**src/verilog/ising_pkg.sv**
```systemverilog
// --------------------------------------------------------------------------
// Widths and host command codes shared by the annealer RTL and testbench
// --------------------------------------------------------------------------
`default_nettype none

package ising_pkg;

    // Matrix address width, the index sits in the top bits
    localparam int ADDR_W = 16;

    // Host write data and read data width
    localparam int DATA_W = 32;

    // Sweep count taken from the low bits of the host data
    localparam int SWEEP_W = 16;

    // Host commands
    typedef enum logic [1:0] {
        // Store a weight at (row, col)
        CMD_WRITE_WEIGHT = 2'd0,
        // Return the weight at (row, col)
        CMD_READ_WEIGHT  = 2'd1,
        // Low N bits of the data become the spins
        CMD_LOAD_SPINS   = 2'd2,
        // Run the number of sweeps in the low data bits
        CMD_RUN          = 2'd3
    } cmd_e;

endpackage

`default_nettype wire
```
**src/verilog/ising_top.sv**
```systemverilog
// --------------------------------------------------------------------------
// Annealer top level, host port plus coupling matrix plus sweep engine
// --------------------------------------------------------------------------
`timescale 1ns/10ps
`default_nettype none

module ising_top #(
    parameter int N = 8,
    parameter int W = 5
) (
    input  wire                          clk,
    input  wire                          reset,
    input  wire                          req,
    input  wire  ising_pkg::cmd_e        cmd,
    input  wire  [$clog2(N)-1:0]         row,
    input  wire  [$clog2(N)-1:0]         col,
    input  wire  [ising_pkg::DATA_W-1:0] wdata,
    output logic                         ack,
    output logic [ising_pkg::DATA_W-1:0] rdata,
    output logic [N-1:0]                 spins,
    output logic                         busy
);

    import ising_pkg::*;

    logic               sel;
    logic               we;
    logic [ADDR_W-1:0]  s_addr;
    logic [ADDR_W-1:0]  d_addr;
    logic [W-1:0]       m_wdata;
    logic [W-1:0]       m_rdata;
    logic               start;
    logic [SWEEP_W-1:0] sweeps;
    logic               load;
    logic [N-1:0]       load_spins;
    logic [ADDR_W-1:0]  eng_s_addr;
    logic [ADDR_W-1:0]  eng_d_addr;

    host_port #(.N(N), .W(W)) u_host (
        .clk        (clk),
        .reset      (reset),
        .req        (req),
        .cmd        (cmd),
        .row        (row),
        .col        (col),
        .wdata      (wdata),
        .m_rdata    (m_rdata),
        .busy       (busy),
        .spins      (spins),
        .ack        (ack),
        .rdata      (rdata),
        .sel        (sel),
        .we         (we),
        .s_addr     (s_addr),
        .d_addr     (d_addr),
        .m_wdata    (m_wdata),
        .start      (start),
        .sweeps     (sweeps),
        .load       (load),
        .load_spins (load_spins),
        .eng_s_addr (eng_s_addr),
        .eng_d_addr (eng_d_addr)
    );

    recursive_matrix #(.N(N), .W(W), .DIAGONAL(1)) u_matrix (
        .clk    (clk),
        .reset  (reset),
        .sel    (sel),
        .we     (we),
        .s_addr (s_addr),
        .d_addr (d_addr),
        .wdata  (m_wdata),
        .rdata  (m_rdata)
    );

    sweep_engine #(.N(N), .W(W)) u_engine (
        .clk        (clk),
        .reset      (reset),
        .start      (start),
        .sweeps     (sweeps),
        .load       (load),
        .load_spins (load_spins),
        .m_rdata    (m_rdata),
        .eng_s_addr (eng_s_addr),
        .eng_d_addr (eng_d_addr),
        .busy       (busy),
        .spins      (spins)
    );

endmodule

`default_nettype wire

```
**src/verilog/sweep_engine.sv**
```systemverilog
// --------------------------------------------------------------------------
// Sequential sweep engine, one spin at a time follows its local field
// --------------------------------------------------------------------------
`timescale 1ns/10ps
`default_nettype none

module sweep_engine #(
    parameter int N = 8,
    parameter int W = 5
) (
    input  wire                           clk,
    input  wire                           reset,
    input  wire                           start,
    input  wire  [ising_pkg::SWEEP_W-1:0] sweeps,
    input  wire                           load,
    input  wire  [N-1:0]                  load_spins,
    input  wire  [W-1:0]                  m_rdata,
    output logic [ising_pkg::ADDR_W-1:0]  eng_s_addr,
    output logic [ising_pkg::ADDR_W-1:0]  eng_d_addr,
    output logic                          busy,
    output logic [N-1:0]                  spins
);

    import ising_pkg::*;

    localparam int LOG_N = $clog2(N);
    // Room for N-1 terms of up to 2**(W-1) each
    localparam int ACC_W = W + LOG_N + 1;

    logic [LOG_N-1:0]        i_q;
    logic [LOG_N-1:0]        j_q;
    logic [SWEEP_W-1:0]      left_q;
    logic signed [ACC_W-1:0] acc_q;
    logic signed [ACC_W-1:0] weight;
    logic signed [ACC_W-1:0] term;
    logic signed [ACC_W-1:0] sum;
    logic [LOG_N-1:0]        lo_idx;
    logic [LOG_N-1:0]        hi_idx;
    logic                    last_col;
    logic                    last_row;

    // Pair (i, j) is read in upper triangle order
    assign lo_idx     = (i_q < j_q) ? i_q : j_q;
    assign hi_idx     = (i_q < j_q) ? j_q : i_q;
    assign eng_s_addr = {lo_idx, {(ADDR_W - LOG_N){1'b0}}};
    assign eng_d_addr = {hi_idx, {(ADDR_W - LOG_N){1'b0}}};

    assign weight = {{(ACC_W - W){m_rdata[W-1]}}, m_rdata};

    // Spin j up adds the coupling, spin j down subtracts it
    always_comb begin
        if (j_q == i_q) begin
            term = '0;
        end else if (spins[j_q]) begin
            term = weight;
        end else begin
            term = -weight;
        end
    end

    assign sum      = acc_q + term;
    assign last_col = (j_q == N - 1);
    assign last_row = (i_q == N - 1);

    always_ff @(posedge clk) begin
        if (reset) begin
            busy   <= 1'b0;
            spins  <= '0;
            i_q    <= '0;
            j_q    <= '0;
            left_q <= '0;
        end else if (busy) begin
            if (last_col) begin
                // Zero field keeps the spin as it is
                if (sum > 0) begin
                    spins[i_q] <= 1'b1;
                end else if (sum < 0) begin
                    spins[i_q] <= 1'b0;
                end
                j_q <= '0;
                if (last_row) begin
                    i_q    <= '0;
                    left_q <= left_q - 1'b1;
                    if (left_q == 1) begin
                        busy <= 1'b0;
                    end
                end else begin
                    i_q <= i_q + 1'b1;
                end
            end else begin
                j_q <= j_q + 1'b1;
            end
        end else if (start) begin
            busy   <= (sweeps != '0);
            left_q <= sweeps;
            i_q    <= '0;
            j_q    <= '0;
        end else if (load) begin
            spins <= load_spins;
        end
    end

    // Field sum restarts for every spin
    always_ff @(posedge clk) begin
        if (!busy || last_col) begin
            acc_q <= '0;
        end else begin
            acc_q <= sum;
        end
    end

endmodule

`default_nettype wire

```
**src/verilog/host_port.sv**
```systemverilog
// --------------------------------------------------------------------------
// Four-phase req/ack command handler, drives matrix access and sweeps
// --------------------------------------------------------------------------
`timescale 1ns/10ps
`default_nettype none

module host_port #(
    parameter int N = 8,
    parameter int W = 5
) (
    input  wire                           clk,
    input  wire                           reset,
    input  wire                           req,
    input  wire  ising_pkg::cmd_e         cmd,
    input  wire  [$clog2(N)-1:0]          row,
    input  wire  [$clog2(N)-1:0]          col,
    input  wire  [ising_pkg::DATA_W-1:0]  wdata,
    input  wire  [W-1:0]                  m_rdata,
    input  wire                           busy,
    input  wire  [N-1:0]                  spins,
    output logic                          ack,
    output logic [ising_pkg::DATA_W-1:0]  rdata,
    output logic                          sel,
    output logic                          we,
    output logic [ising_pkg::ADDR_W-1:0]  s_addr,
    output logic [ising_pkg::ADDR_W-1:0]  d_addr,
    output logic [W-1:0]                  m_wdata,
    output logic                          start,
    output logic [ising_pkg::SWEEP_W-1:0] sweeps,
    output logic                          load,
    output logic [N-1:0]                  load_spins,
    input  wire  [ising_pkg::ADDR_W-1:0]  eng_s_addr,
    input  wire  [ising_pkg::ADDR_W-1:0]  eng_d_addr
);

    import ising_pkg::*;

    localparam int LOG_N = $clog2(N);

    typedef enum logic [1:0] {ST_IDLE, ST_ACT, ST_ACK, ST_RELEASE} state_e;

    state_e           state_q;
    cmd_e             cmd_q;
    logic             act;
    logic [LOG_N-1:0] lo_idx;
    logic [LOG_N-1:0] hi_idx;

    assign act = (state_q == ST_ACT);

    // Matrix holds the upper triangle only
    assign lo_idx = (row <= col) ? row : col;
    assign hi_idx = (row <= col) ? col : row;

    // Engine owns the address lines while a run is going
    assign s_addr = busy ? eng_s_addr : {lo_idx, {(ADDR_W - LOG_N){1'b0}}};
    assign d_addr = busy ? eng_d_addr : {hi_idx, {(ADDR_W - LOG_N){1'b0}}};

    assign sel        = act && (cmd_q == CMD_WRITE_WEIGHT || cmd_q == CMD_READ_WEIGHT);
    assign we         = act && (cmd_q == CMD_WRITE_WEIGHT);
    assign m_wdata    = wdata[W-1:0];
    assign start      = act && (cmd_q == CMD_RUN);
    assign sweeps     = wdata[SWEEP_W-1:0];
    assign load       = act && (cmd_q == CMD_LOAD_SPINS);
    assign load_spins = wdata[N-1:0];

    always_ff @(posedge clk) begin
        if (reset) begin
            state_q <= ST_IDLE;
            cmd_q   <= CMD_WRITE_WEIGHT;
            ack     <= 1'b0;
        end else begin
            case (state_q)
                ST_IDLE: begin
                    if (req) begin
                        cmd_q   <= cmd;
                        state_q <= ST_ACT;
                    end
                end
                ST_ACT: begin
                    state_q <= ST_ACK;
                end
                ST_ACK: begin
                    // A run holds here until the engine drops busy
                    if (!busy) begin
                        ack     <= 1'b1;
                        state_q <= ST_RELEASE;
                    end
                end
                default: begin
                    if (!req) begin
                        ack     <= 1'b0;
                        state_q <= ST_IDLE;
                    end
                end
            endcase
        end
    end

    // Sign extended weight after a read, current spins after a load or run
    always_ff @(posedge clk) begin
        if (act && cmd_q == CMD_READ_WEIGHT) begin
            rdata <= {{(DATA_W - W){m_rdata[W-1]}}, m_rdata};
        end else if (state_q == ST_ACK && !busy &&
                     (cmd_q == CMD_LOAD_SPINS || cmd_q == CMD_RUN)) begin
            rdata <= {{(DATA_W - N){1'b0}}, spins};
        end
    end

endmodule

`default_nettype wire

```
**src/verilog/recursive_matrix.sv**
```systemverilog
// --------------------------------------------------------------------------
// Coupling array that splits into quadrants down to single cells
// Only the upper triangle is built since couplings are symmetric
// --------------------------------------------------------------------------
`timescale 1ns/10ps
`default_nettype none

module recursive_matrix #(
    parameter int N        = 8,
    parameter int W        = 5,
    parameter int DIAGONAL = 1
) (
    input  wire                          clk,
    input  wire                          reset,
    input  wire                          sel,
    input  wire                          we,
    input  wire  [ising_pkg::ADDR_W-1:0] s_addr,
    input  wire  [ising_pkg::ADDR_W-1:0] d_addr,
    input  wire  [W-1:0]                 wdata,
    output logic [W-1:0]                 rdata
);

    import ising_pkg::*;

    generate
        if (N != 1) begin : g_recurse
            logic              s_hi;
            logic              d_hi;
            logic              tl_sel;
            logic              tr_sel;
            logic              br_sel;
            logic [ADDR_W-1:0] s_next;
            logic [ADDR_W-1:0] d_next;
            logic [W-1:0]      tl_rdata;
            logic [W-1:0]      tr_rdata;
            logic [W-1:0]      bl_rdata;
            logic [W-1:0]      br_rdata;

            // Quadrant is picked by the top bit of each address
            assign s_hi = s_addr[ADDR_W-1];
            assign d_hi = d_addr[ADDR_W-1];

            assign tl_sel = sel & ~s_hi & ~d_hi;
            assign tr_sel = sel & ~s_hi &  d_hi;
            assign br_sel = sel &  s_hi &  d_hi;

            // Next level looks at the following index bit
            assign s_next = {s_addr[ADDR_W-2:0], 1'b0};
            assign d_next = {d_addr[ADDR_W-2:0], 1'b0};

            // Reads follow the address alone
            always_comb begin
                case ({s_hi, d_hi})
                    2'b00:   rdata = tl_rdata;
                    2'b01:   rdata = tr_rdata;
                    2'b10:   rdata = bl_rdata;
                    default: rdata = br_rdata;
                endcase
            end

            recursive_matrix #(.N(N / 2), .W(W), .DIAGONAL(DIAGONAL)) top_left (
                .clk    (clk),
                .reset  (reset),
                .sel    (tl_sel),
                .we     (we),
                .s_addr (s_next),
                .d_addr (d_next),
                .wdata  (wdata),
                .rdata  (tl_rdata)
            );

            // Off the diagonal all the way down
            recursive_matrix #(.N(N / 2), .W(W), .DIAGONAL(0)) top_right (
                .clk    (clk),
                .reset  (reset),
                .sel    (tr_sel),
                .we     (we),
                .s_addr (s_next),
                .d_addr (d_next),
                .wdata  (wdata),
                .rdata  (tr_rdata)
            );

            if (DIAGONAL == 0) begin : g_bot_left
                logic bl_sel;

                // An off-diagonal block holds every pair of its two index ranges
                assign bl_sel = sel & s_hi & ~d_hi;

                recursive_matrix #(.N(N / 2), .W(W), .DIAGONAL(0)) bot_left (
                    .clk    (clk),
                    .reset  (reset),
                    .sel    (bl_sel),
                    .we     (we),
                    .s_addr (s_next),
                    .d_addr (d_next),
                    .wdata  (wdata),
                    .rdata  (bl_rdata)
                );
            end else begin : g_no_bot_left
                // Mirror of the top right on the diagonal
                assign bl_rdata = '0;
            end

            recursive_matrix #(.N(N / 2), .W(W), .DIAGONAL(DIAGONAL)) bot_right (
                .clk    (clk),
                .reset  (reset),
                .sel    (br_sel),
                .we     (we),
                .s_addr (s_next),
                .d_addr (d_next),
                .wdata  (wdata),
                .rdata  (br_rdata)
            );
        end else if (DIAGONAL == 1) begin : g_diag_leaf
            // A spin has no coupling to itself
            assign rdata = '0;
        end else begin : g_weight_leaf
            weight_cell #(.W(W)) u_cell (
                .clk   (clk),
                .reset (reset),
                .sel   (sel),
                .we    (we),
                .wdata (wdata),
                .rdata (rdata)
            );
        end
    endgenerate

endmodule

`default_nettype wire

```
**src/verilog/weight_cell.sv**
```systemverilog
// --------------------------------------------------------------------------
// Off-diagonal coupling leaf, holds one signed weight for the matrix
// --------------------------------------------------------------------------
`timescale 1ns/10ps
`default_nettype none

module weight_cell #(
    parameter int W = 5
) (
    input  wire          clk,
    input  wire          reset,
    input  wire          sel,
    input  wire          we,
    input  wire  [W-1:0] wdata,
    output logic [W-1:0] rdata
);

    // Two's complement coupling weight
    logic [W-1:0] weight_q;

    always_ff @(posedge clk) begin
        if (reset) begin
            weight_q <= '0;
        end else if (sel && we) begin
            weight_q <= wdata;
        end
    end

    // Read is steered by the parent levels
    assign rdata = weight_q;

endmodule

`default_nettype wire

```
**config.mk**
```make
export PLATFORM = sky130hd
export DESIGN_NAME = ising_top
export DESIGN_NICKNAME = d
export VERILOG_FILES = /design/src/verilog/ising_pkg.sv /design/src/verilog/ising_top.sv /design/src/verilog/sweep_engine.sv /design/src/verilog/host_port.sv /design/src/verilog/recursive_matrix.sv /design/src/verilog/weight_cell.sv
export SDC_FILE = /design/constraint.sdc
export NUM_CORES = 1
export LEC_CHECK = 0
export BUFFER_PORTS_ARGS = -buffer_cell sky130_fd_sc_hd__buf_2
export CAP_MARGIN = 15
export CORE_MARGIN = 2
export CORE_UTILIZATION = 61
export DETAILED_ROUTE_END_ITERATION = 6
export GPL_TIMING_DRIVEN = 0
export PLACE_DENSITY = 0.81
export SLEW_MARGIN = 40
export SYNTH_ARGS = -nofsm -noshare
export SYNTH_HDL_FRONTEND = slang
export SYNTH_SLANG_ARGS = --single-unit
```
**constraint.sdc**
```tcl
create_clock -name clk -period 7.4 [get_ports clk]
set_input_delay 0.74 -clock clk [delete_from_list [all_inputs] [get_ports clk]]
set_output_delay 0.74 -clock clk [all_outputs]
set_load 0.005 [all_outputs]
```
==> results of run 1 <==
[area by class of cell]
class | instances | share of cell area, %
clock buffer | 17 | 3.55
inverter | 34 | 1.07
timing repair buffer | 80 | 3.55
multi-input combinational | 916 | 50.5
buffer | 103 | 4.66
antenna | 1 | 0.0209
sequential | 194 | 33.2
tap | 225 | 2.35
clock inverter | 15 | 1.16
[per-layer routing]
layer  GRT usage, %  share of wire (%)  vias to the layer above
met5              0                  0                        -
met4           17.9                4.9                        0
met3           8.87                 11                      140
met2           55.4                 45                      667
met1           44.6                 40                     4669
li1               -                  -                     4619
[metrics by stage]
step	hold WS (ns)	worst slack (ns)
detailed placement	0.448	-0.814
CTS	0.460	0.0163
global placement	0.443	-0.855
floorplan	0.436	0.706
finish	0.458	0.113
global route	0.476	-0.0846
[logic make-up after synthesis]
family                   after synthesis  share of synthesized area, %
AO/OA/AOI/OAI                        257                          16.5
XOR/XNOR                              10                         0.829
adder cells (fa/ha/maj)               28                          3.39
buffers and inverters                138                          6.03
flip-flops                           194                          37.6
multiplexers                         169                          16.3
AND/OR/NAND/NOR                      452                          19.3
[placed cells by master (no fill, tap or decap), types with 7 or more instances in the layout]
cell,instances
a211oi_1,21
a21oi_1,53
a22oi_1,18
a31oi_1,22
and2_1,11
buf_2,76
buf_4,38
clkbuf_1,59
clkbuf_16,17
dfxtp_1,184
edfxtp_1,9
ha_1,27
inv_1,34
mux2i_1,160
nand2_1,109
nand2b_1,10
nand3_1,47
nor2_1,198
nor2b_1,8
nor3_1,21
o21a_1,8
o21ai_0,44
o22ai_1,7
o31ai_1,9
or3_1,9
[worst register-to-register path: cells and delay by family, from the launching register on]
family	cells	cell delay, ns
compound gates	12	2.49
fa+ha+maj	3	0.91
simple gates	6	1.69
flops	1	0.36
xor+xnor	1	0.12
buf+inv	6	0.96
mux	2	0.61
[report_power, final]
group	internal (mW)	leakage, nW	switching, mW
clock	0.446	0.283	0.458
sequential	1.08	1.57	0.0166
combinational	0.158	2.97	0.305
total	1.68	4.82	0.780
[worst paths after layout]
| kind | start | endpoint | cells after the start |
|---|---|---|---|
| max | u_engine.j_q[1] | flip-flop | 30 |
| min | flip-flop | flip-flop | 2 |
| max reg2reg | u_engine.j_q[1] | flip-flop | 30 |
| min reg2reg | flip-flop | flip-flop | 2 |
[what timing repair did]
action | CTS | global route
gates resized for setup | 9 | 35
endpoints found under the setup margin | 8 | 8
setup buffers | 4 | 6
pin swaps | 2 | 7
==> flow_metrics.py, run 1 <==
metrics = {
    "clocking": {
        "h-tree-depth": 4,
        "clkSlewWorstSetupHoldPaths_ns": 0.08,
        "clock_tree.buffer_depth": 2,
        "hold_buffers": 0,
        "clock_latency_ns": 0.45,
        "cts.sinks": 194,
        "cts_tree": "done",
        "cts_inserted_buffers": 17,
        "clockRootBuffer": "clkbuf_16",
    },
    "synthesis": {
        "synthArstFlopShare_pct": 0,
        "synth_area_mm2": 0.0106,
        "yosys.area.top_type": "dfxtp_1",
        "synth_top_area_share_pct": 35.1,
        "syn_nets": 1319,
        "ys_warn_count": 0,
        "synthTopCellsByCount": "nor2_1, dfxtp_1, mux2i_1",
        "syn_inst": 1248,
        "syn_area_per_cell_um2": 8.47,
        "synth_cell_types": 78,
        "ys_seq_area_share_pct": 37.6,
        "ys_ff_latch": 194,
        "synth.area.top_cells": "dfxtp_1, mux2i_1, nor2_1",
        "ys.flop_type": "dfxtp_1",
        "yosysMostFrequentCell": "nor2_1",
        "synth_edf_count": 9,
    },
    "global_routing": {
        "grt_max_degree": 25,
        "grt_usage_pct": 35.1,
        "antenna_found_initial": 0,
        "grt_overflow": 0,
        "grt_pass1_wl_um": 49900,
        "grt_pass1_vias": 9435,
    },
    "timing": {
        "setup-tns-final_ns": 0,
        "worst_slew_pin_slew_ns": 0.856,
        "max_freq_mhz": 137,
        "fin_crit_ns": 7.29,
        "drv_slew": 0,
        "setup_viol_count_final": 0,
        "hold_viol": 0,
        "slew-limit-headroom_pct": 42.9,
        "period_share_pct": 98.5,
        "clock_skew_ns": 0.0144,
    },
    "flow_run": {
        "cap_violations": 0,
    },
    "power_and_ir_drop": {
        "vdd_ir_drop_max_v": 0.000257,
        "p_total_mw": 2.46,
        "p_per_area_mw_per_mm2": 205,
        "p_leak_nw": 4.82,
    },
    "placement": {
        "port_buffers": 68,
        "place.gp.congestion": 0.969,
        "hpwlAfterDp_um": 22400,
        "placed_cells": 1543,
        "place_area_mm2": 0.0112,
    },
    "floorplan": {
        "die_width_um": 136,
        "core-area_mm2": 0.0171,
        "die_area_mm2": 0.0184,
        "initial_core_util_pct": 61.7,
        "io_pins": 85,
        "fp-row-count": 48,
        "dieHeight_um": 136,
    },
    "detailed_routing": {
        "wl_per_cell_um": 20.4,
        "drtPass1Iterations": 7,
        "ant_nets": 0,
        "drcViolationCount": 2,
        "vias": 10100,
        "wirelength_um": 32300,
        "via_per_inst": 6.37,
        "drt_iter0_markers": 1338,
    },
    "run_status": {
        "status": "complete, but fails checks",
        "violations": "DRC",
    },
    "worst_setup_path": {
        "crit_arrival_ns": 7.58,
        "reg2reg_setup_slack_ns": 0.11,
        "cp_slowest_cell": "or4_4",
        "path_buf_inv": 6,
        "cpPeakStageDelay_ns": 0.56,
        "cp-end-kind": "flip-flop",
        "path_max_fanout": 10,
        "start_kind": "flip-flop",
        "crit_family": "compound AO/OA/AOI/OAI gates",
        "crit_top_cell": "ha_1",
        "cp_data_required_time_ns": 7.70,
        "path_class": "flip-flop to flip-flop",
    },
    "finish": {
        "layout.nets": 1417,
        "multi_input_comb_area_mm2": 0.00605,
        "syn2layout_area_growth_pct": 13.4,
        "utilization_pct": 70.0,
        "final_cells": 1585,
        "regArea_mm2": 0.00398,
        "drive_above_1_share_pct": 14.1,
        "fillers": 1338,
        "final_area_mm2": 0.0120,
    },
    "min_path": {
        "hp-class": "flip-flop to flip-flop",
    },
}
No activity file was read; power rests on OpenSTA's default activity.
==> run 2: changes to the inputs <==
--- a/config.mk
+++ b/config.mk
@@ -7,9 +7,10 @@
 export LEC_CHECK = 0
 export BUFFER_PORTS_ARGS = -buffer_cell sky130_fd_sc_hd__buf_2
 export CAP_MARGIN = 15
-export CORE_MARGIN = 2
+export CORE_MARGIN = 8
 export CORE_UTILIZATION = 61
 export DETAILED_ROUTE_END_ITERATION = 6
+export GPL_ROUTABILITY_DRIVEN = 0
 export GPL_TIMING_DRIVEN = 0
 export PLACE_DENSITY = 0.81
 export SLEW_MARGIN = 40
==> flow_metrics.py, run 2 (synthesis results as in run 1) <==
metrics = {
    "worst_setup_path": {
        "startpoint": "u_engine.i_q[0]",
        "cp_slowest_cell": "or4_4",
        "cp_data_required_time_ns": 7.71,
        "start_kind": "flip-flop",
        "reg2reg_depth": 31,
        "cp-end-kind": "flip-flop",
        "reg2reg_setup_slack_ns": 0.15,
        "path_class": "flip-flop to flip-flop",
        "crit_arrival_ns": 7.55,
        "cpPeakStageDelay_ns": 0.57,
        "r2r-start": "u_engine.i_q[0]",
        "path_max_fanout": 10,
    },
    "finish": {
        "layout_commonest_cell": "nor2_1",
        "utilization_pct": 70.2,
        "drive_above_1_share_pct": 14.0,
        "syn2layout_area_growth_pct": 13.7,
        "fillers": 1344,
        "multi_input_comb_area_mm2": 0.00607,
        "layout.nets": 1412,
        "regArea_mm2": 0.00398,
        "final_cell_mix": "nor2_1, dfxtp_1, mux2i_1",
    },
    "global_routing": {
        "grt_overflow": 0,
        "grt_usage_pct": 28.9,
        "use_met2_pct": 44.8,
        "grtUsageMet1_pct": 36.7,
        "grt_max_degree": 25,
        "top_usage_layer": "met2",
        "grt_pass1_wl_um": 50100,
        "gr-usage-met3_pct": 6.70,
        "antenna_found_initial": 0,
        "grt_pass1_vias": 9298,
    },
    "detailed_routing": {
        "drtPass1Iterations": 6,
        "wirelength_um": 32800,
        "vias": 10200,
        "ant_nets": 0,
        "via_per_inst": 6.46,
        "wl_per_cell_um": 20.8,
        "drt_iter0_markers": 1257,
        "drcViolationCount": 0,
    },
    "floorplan": {
        "die_area_mm2": 0.0218,
        "core-area_mm2": 0.0171,
        "io_pins": 85,
        "dieHeight_um": 148,
        "initial_core_util_pct": 61.7,
        "fp-row-count": 48,
        "die_width_um": 148,
    },
    "power_and_ir_drop": {
        "p_leak_nw": 4.83,
        "clockPowerShare_pct": 38.6,
        "power.switching_uw": 784,
        "combPwrFrac_pct": 18.2,
        "p_seq_share_pct": 43.2,
        "switching_share_pct": 31.0,
        "p_per_area_mw_per_mm2": 210,
        "vdd_ir_drop_max_v": 0.000200,
        "intPower_mw": 1.74,
        "p_total_mw": 2.53,
    },
    "timing": {
        "fin_crit_ns": 7.25,
        "setup-tns-final_ns": 0,
        "period_share_pct": 97.9,
        "hold_ws_ns": 0.459,
        "worst_slew_pin_slew_ns": 0.829,
        "hold_viol": 0,
        "setup_viol_count_final": 0,
        "max_freq_mhz": 138,
        "slew-limit-headroom_pct": 44.5,
        "drv_slew": 0,
        "clock_skew_ns": 0.0147,
        "setup_ws_ns": 0.155,
    },
    "clocking": {
        "clock_tree.buffer_depth": 2,
        "cts_inserted_buffers": 17,
        "clock_latency_ns": 0.45,
        "clkSlewWorstSetupHoldPaths_ns": 0.08,
        "h-tree-depth": 4,
        "clockRootBuffer": "clkbuf_16",
        "cts.sinks": 194,
        "cts_tree": "done",
    },
    "placement": {
        "post-place-ws_ns": -0.788,
        "hpwlAfterDp_um": 22800,
        "port_buffers": 68,
    },
    "min_path": {
        "hp-class": "flip-flop to flip-flop",
    },
    "run_status": {
        "status": "completed",
    },
    "flow_run": {
        "cap_violations": 0,
    },
}
-- run 2: critical path, delay by kind of cell, from the launching register on --
family	cells	cell delay [ns]
xor+xnor	1	0.12
compound gates	10	2.00
flops	1	0.32
fa+ha+maj	3	0.85
buf+inv	6	1.25
mux	4	0.93
simple gates	7	1.59
-- run 2: worst min path at each step --
stage | startpoint | end | slack (ns) | cells past startpoint
2_1_floorplan | flip-flop | flip-flop | 0.44 | 2
3_3_place_gp | flip-flop | flip-flop | 0.45 | 2
3_5_place_dp | flip-flop | flip-flop | 0.45 | 2
4_1_cts | flip-flop | flip-flop | 0.46 | 2
5_1_grt | flip-flop | flip-flop | 0.48 | 2
6_report | flip-flop | flip-flop | 0.46 | 2
-- run 2: final cells by class --
| class | instances | area share (%) |
|---|---|---|
| Buffer | 104 | 4.63 |
| Sequential cell | 194 | 33.1 |
| Clock buffer | 17 | 3.54 |
| Timing Repair Buffer | 74 | 3.19 |
| Clock inverter | 15 | 1.60 |
| Antenna cell | 1 | 0.0208 |
| Multi-Input combinational cell | 916 | 50.5 |
| Inverter | 34 | 1.06 |
| Tap cell | 225 | 2.34 |
-- run 2: what timing repair did --
action | 4_1_cts | 5_1_grt
hold buffers | 0 | 0
pin swaps | 2 | 7
gates cloned | 0 | 0
resized for setup | 14 | 28
setup buffers | 2 | 3
setup endpoints to repair | 8 | 8
-- run 2: metrics by stage --
step | instances | area [um2]
CTS | 1576 | 11900
global placement | 1541 | 11200
floorplan | 1248 | 10600
finish | 1580 | 12000
global route | 1579 | 12000
detailed placement | 1543 | 11200
-- run 2: power by group through the flow --
| stage | logic (mW) | clock network, mW | registers (mW) |
|---|---|---|---|
| 5_1_grt | 0.488 | 1.02 | 1.10 |
| 4_1_cts | 0.438 | 0.970 | 1.09 |
| 3_5_place_dp | 0.429 | 0 | 1.12 |
| 2_1_floorplan | 0.289 | 0 | 1.11 |
| 6_report | 0.460 | 0.976 | 1.09 |
| 3_3_place_gp | 0.418 | 0 | 1.12 |
-- run 2: per-layer routing --
layer	wire, um	share of wire, %	vias up
li1	-	-	4615
met1	12900	39	4760
met2	14400	44	695
met3	3890	12	139
met4	1640	5.0	0
met5	0	0	-
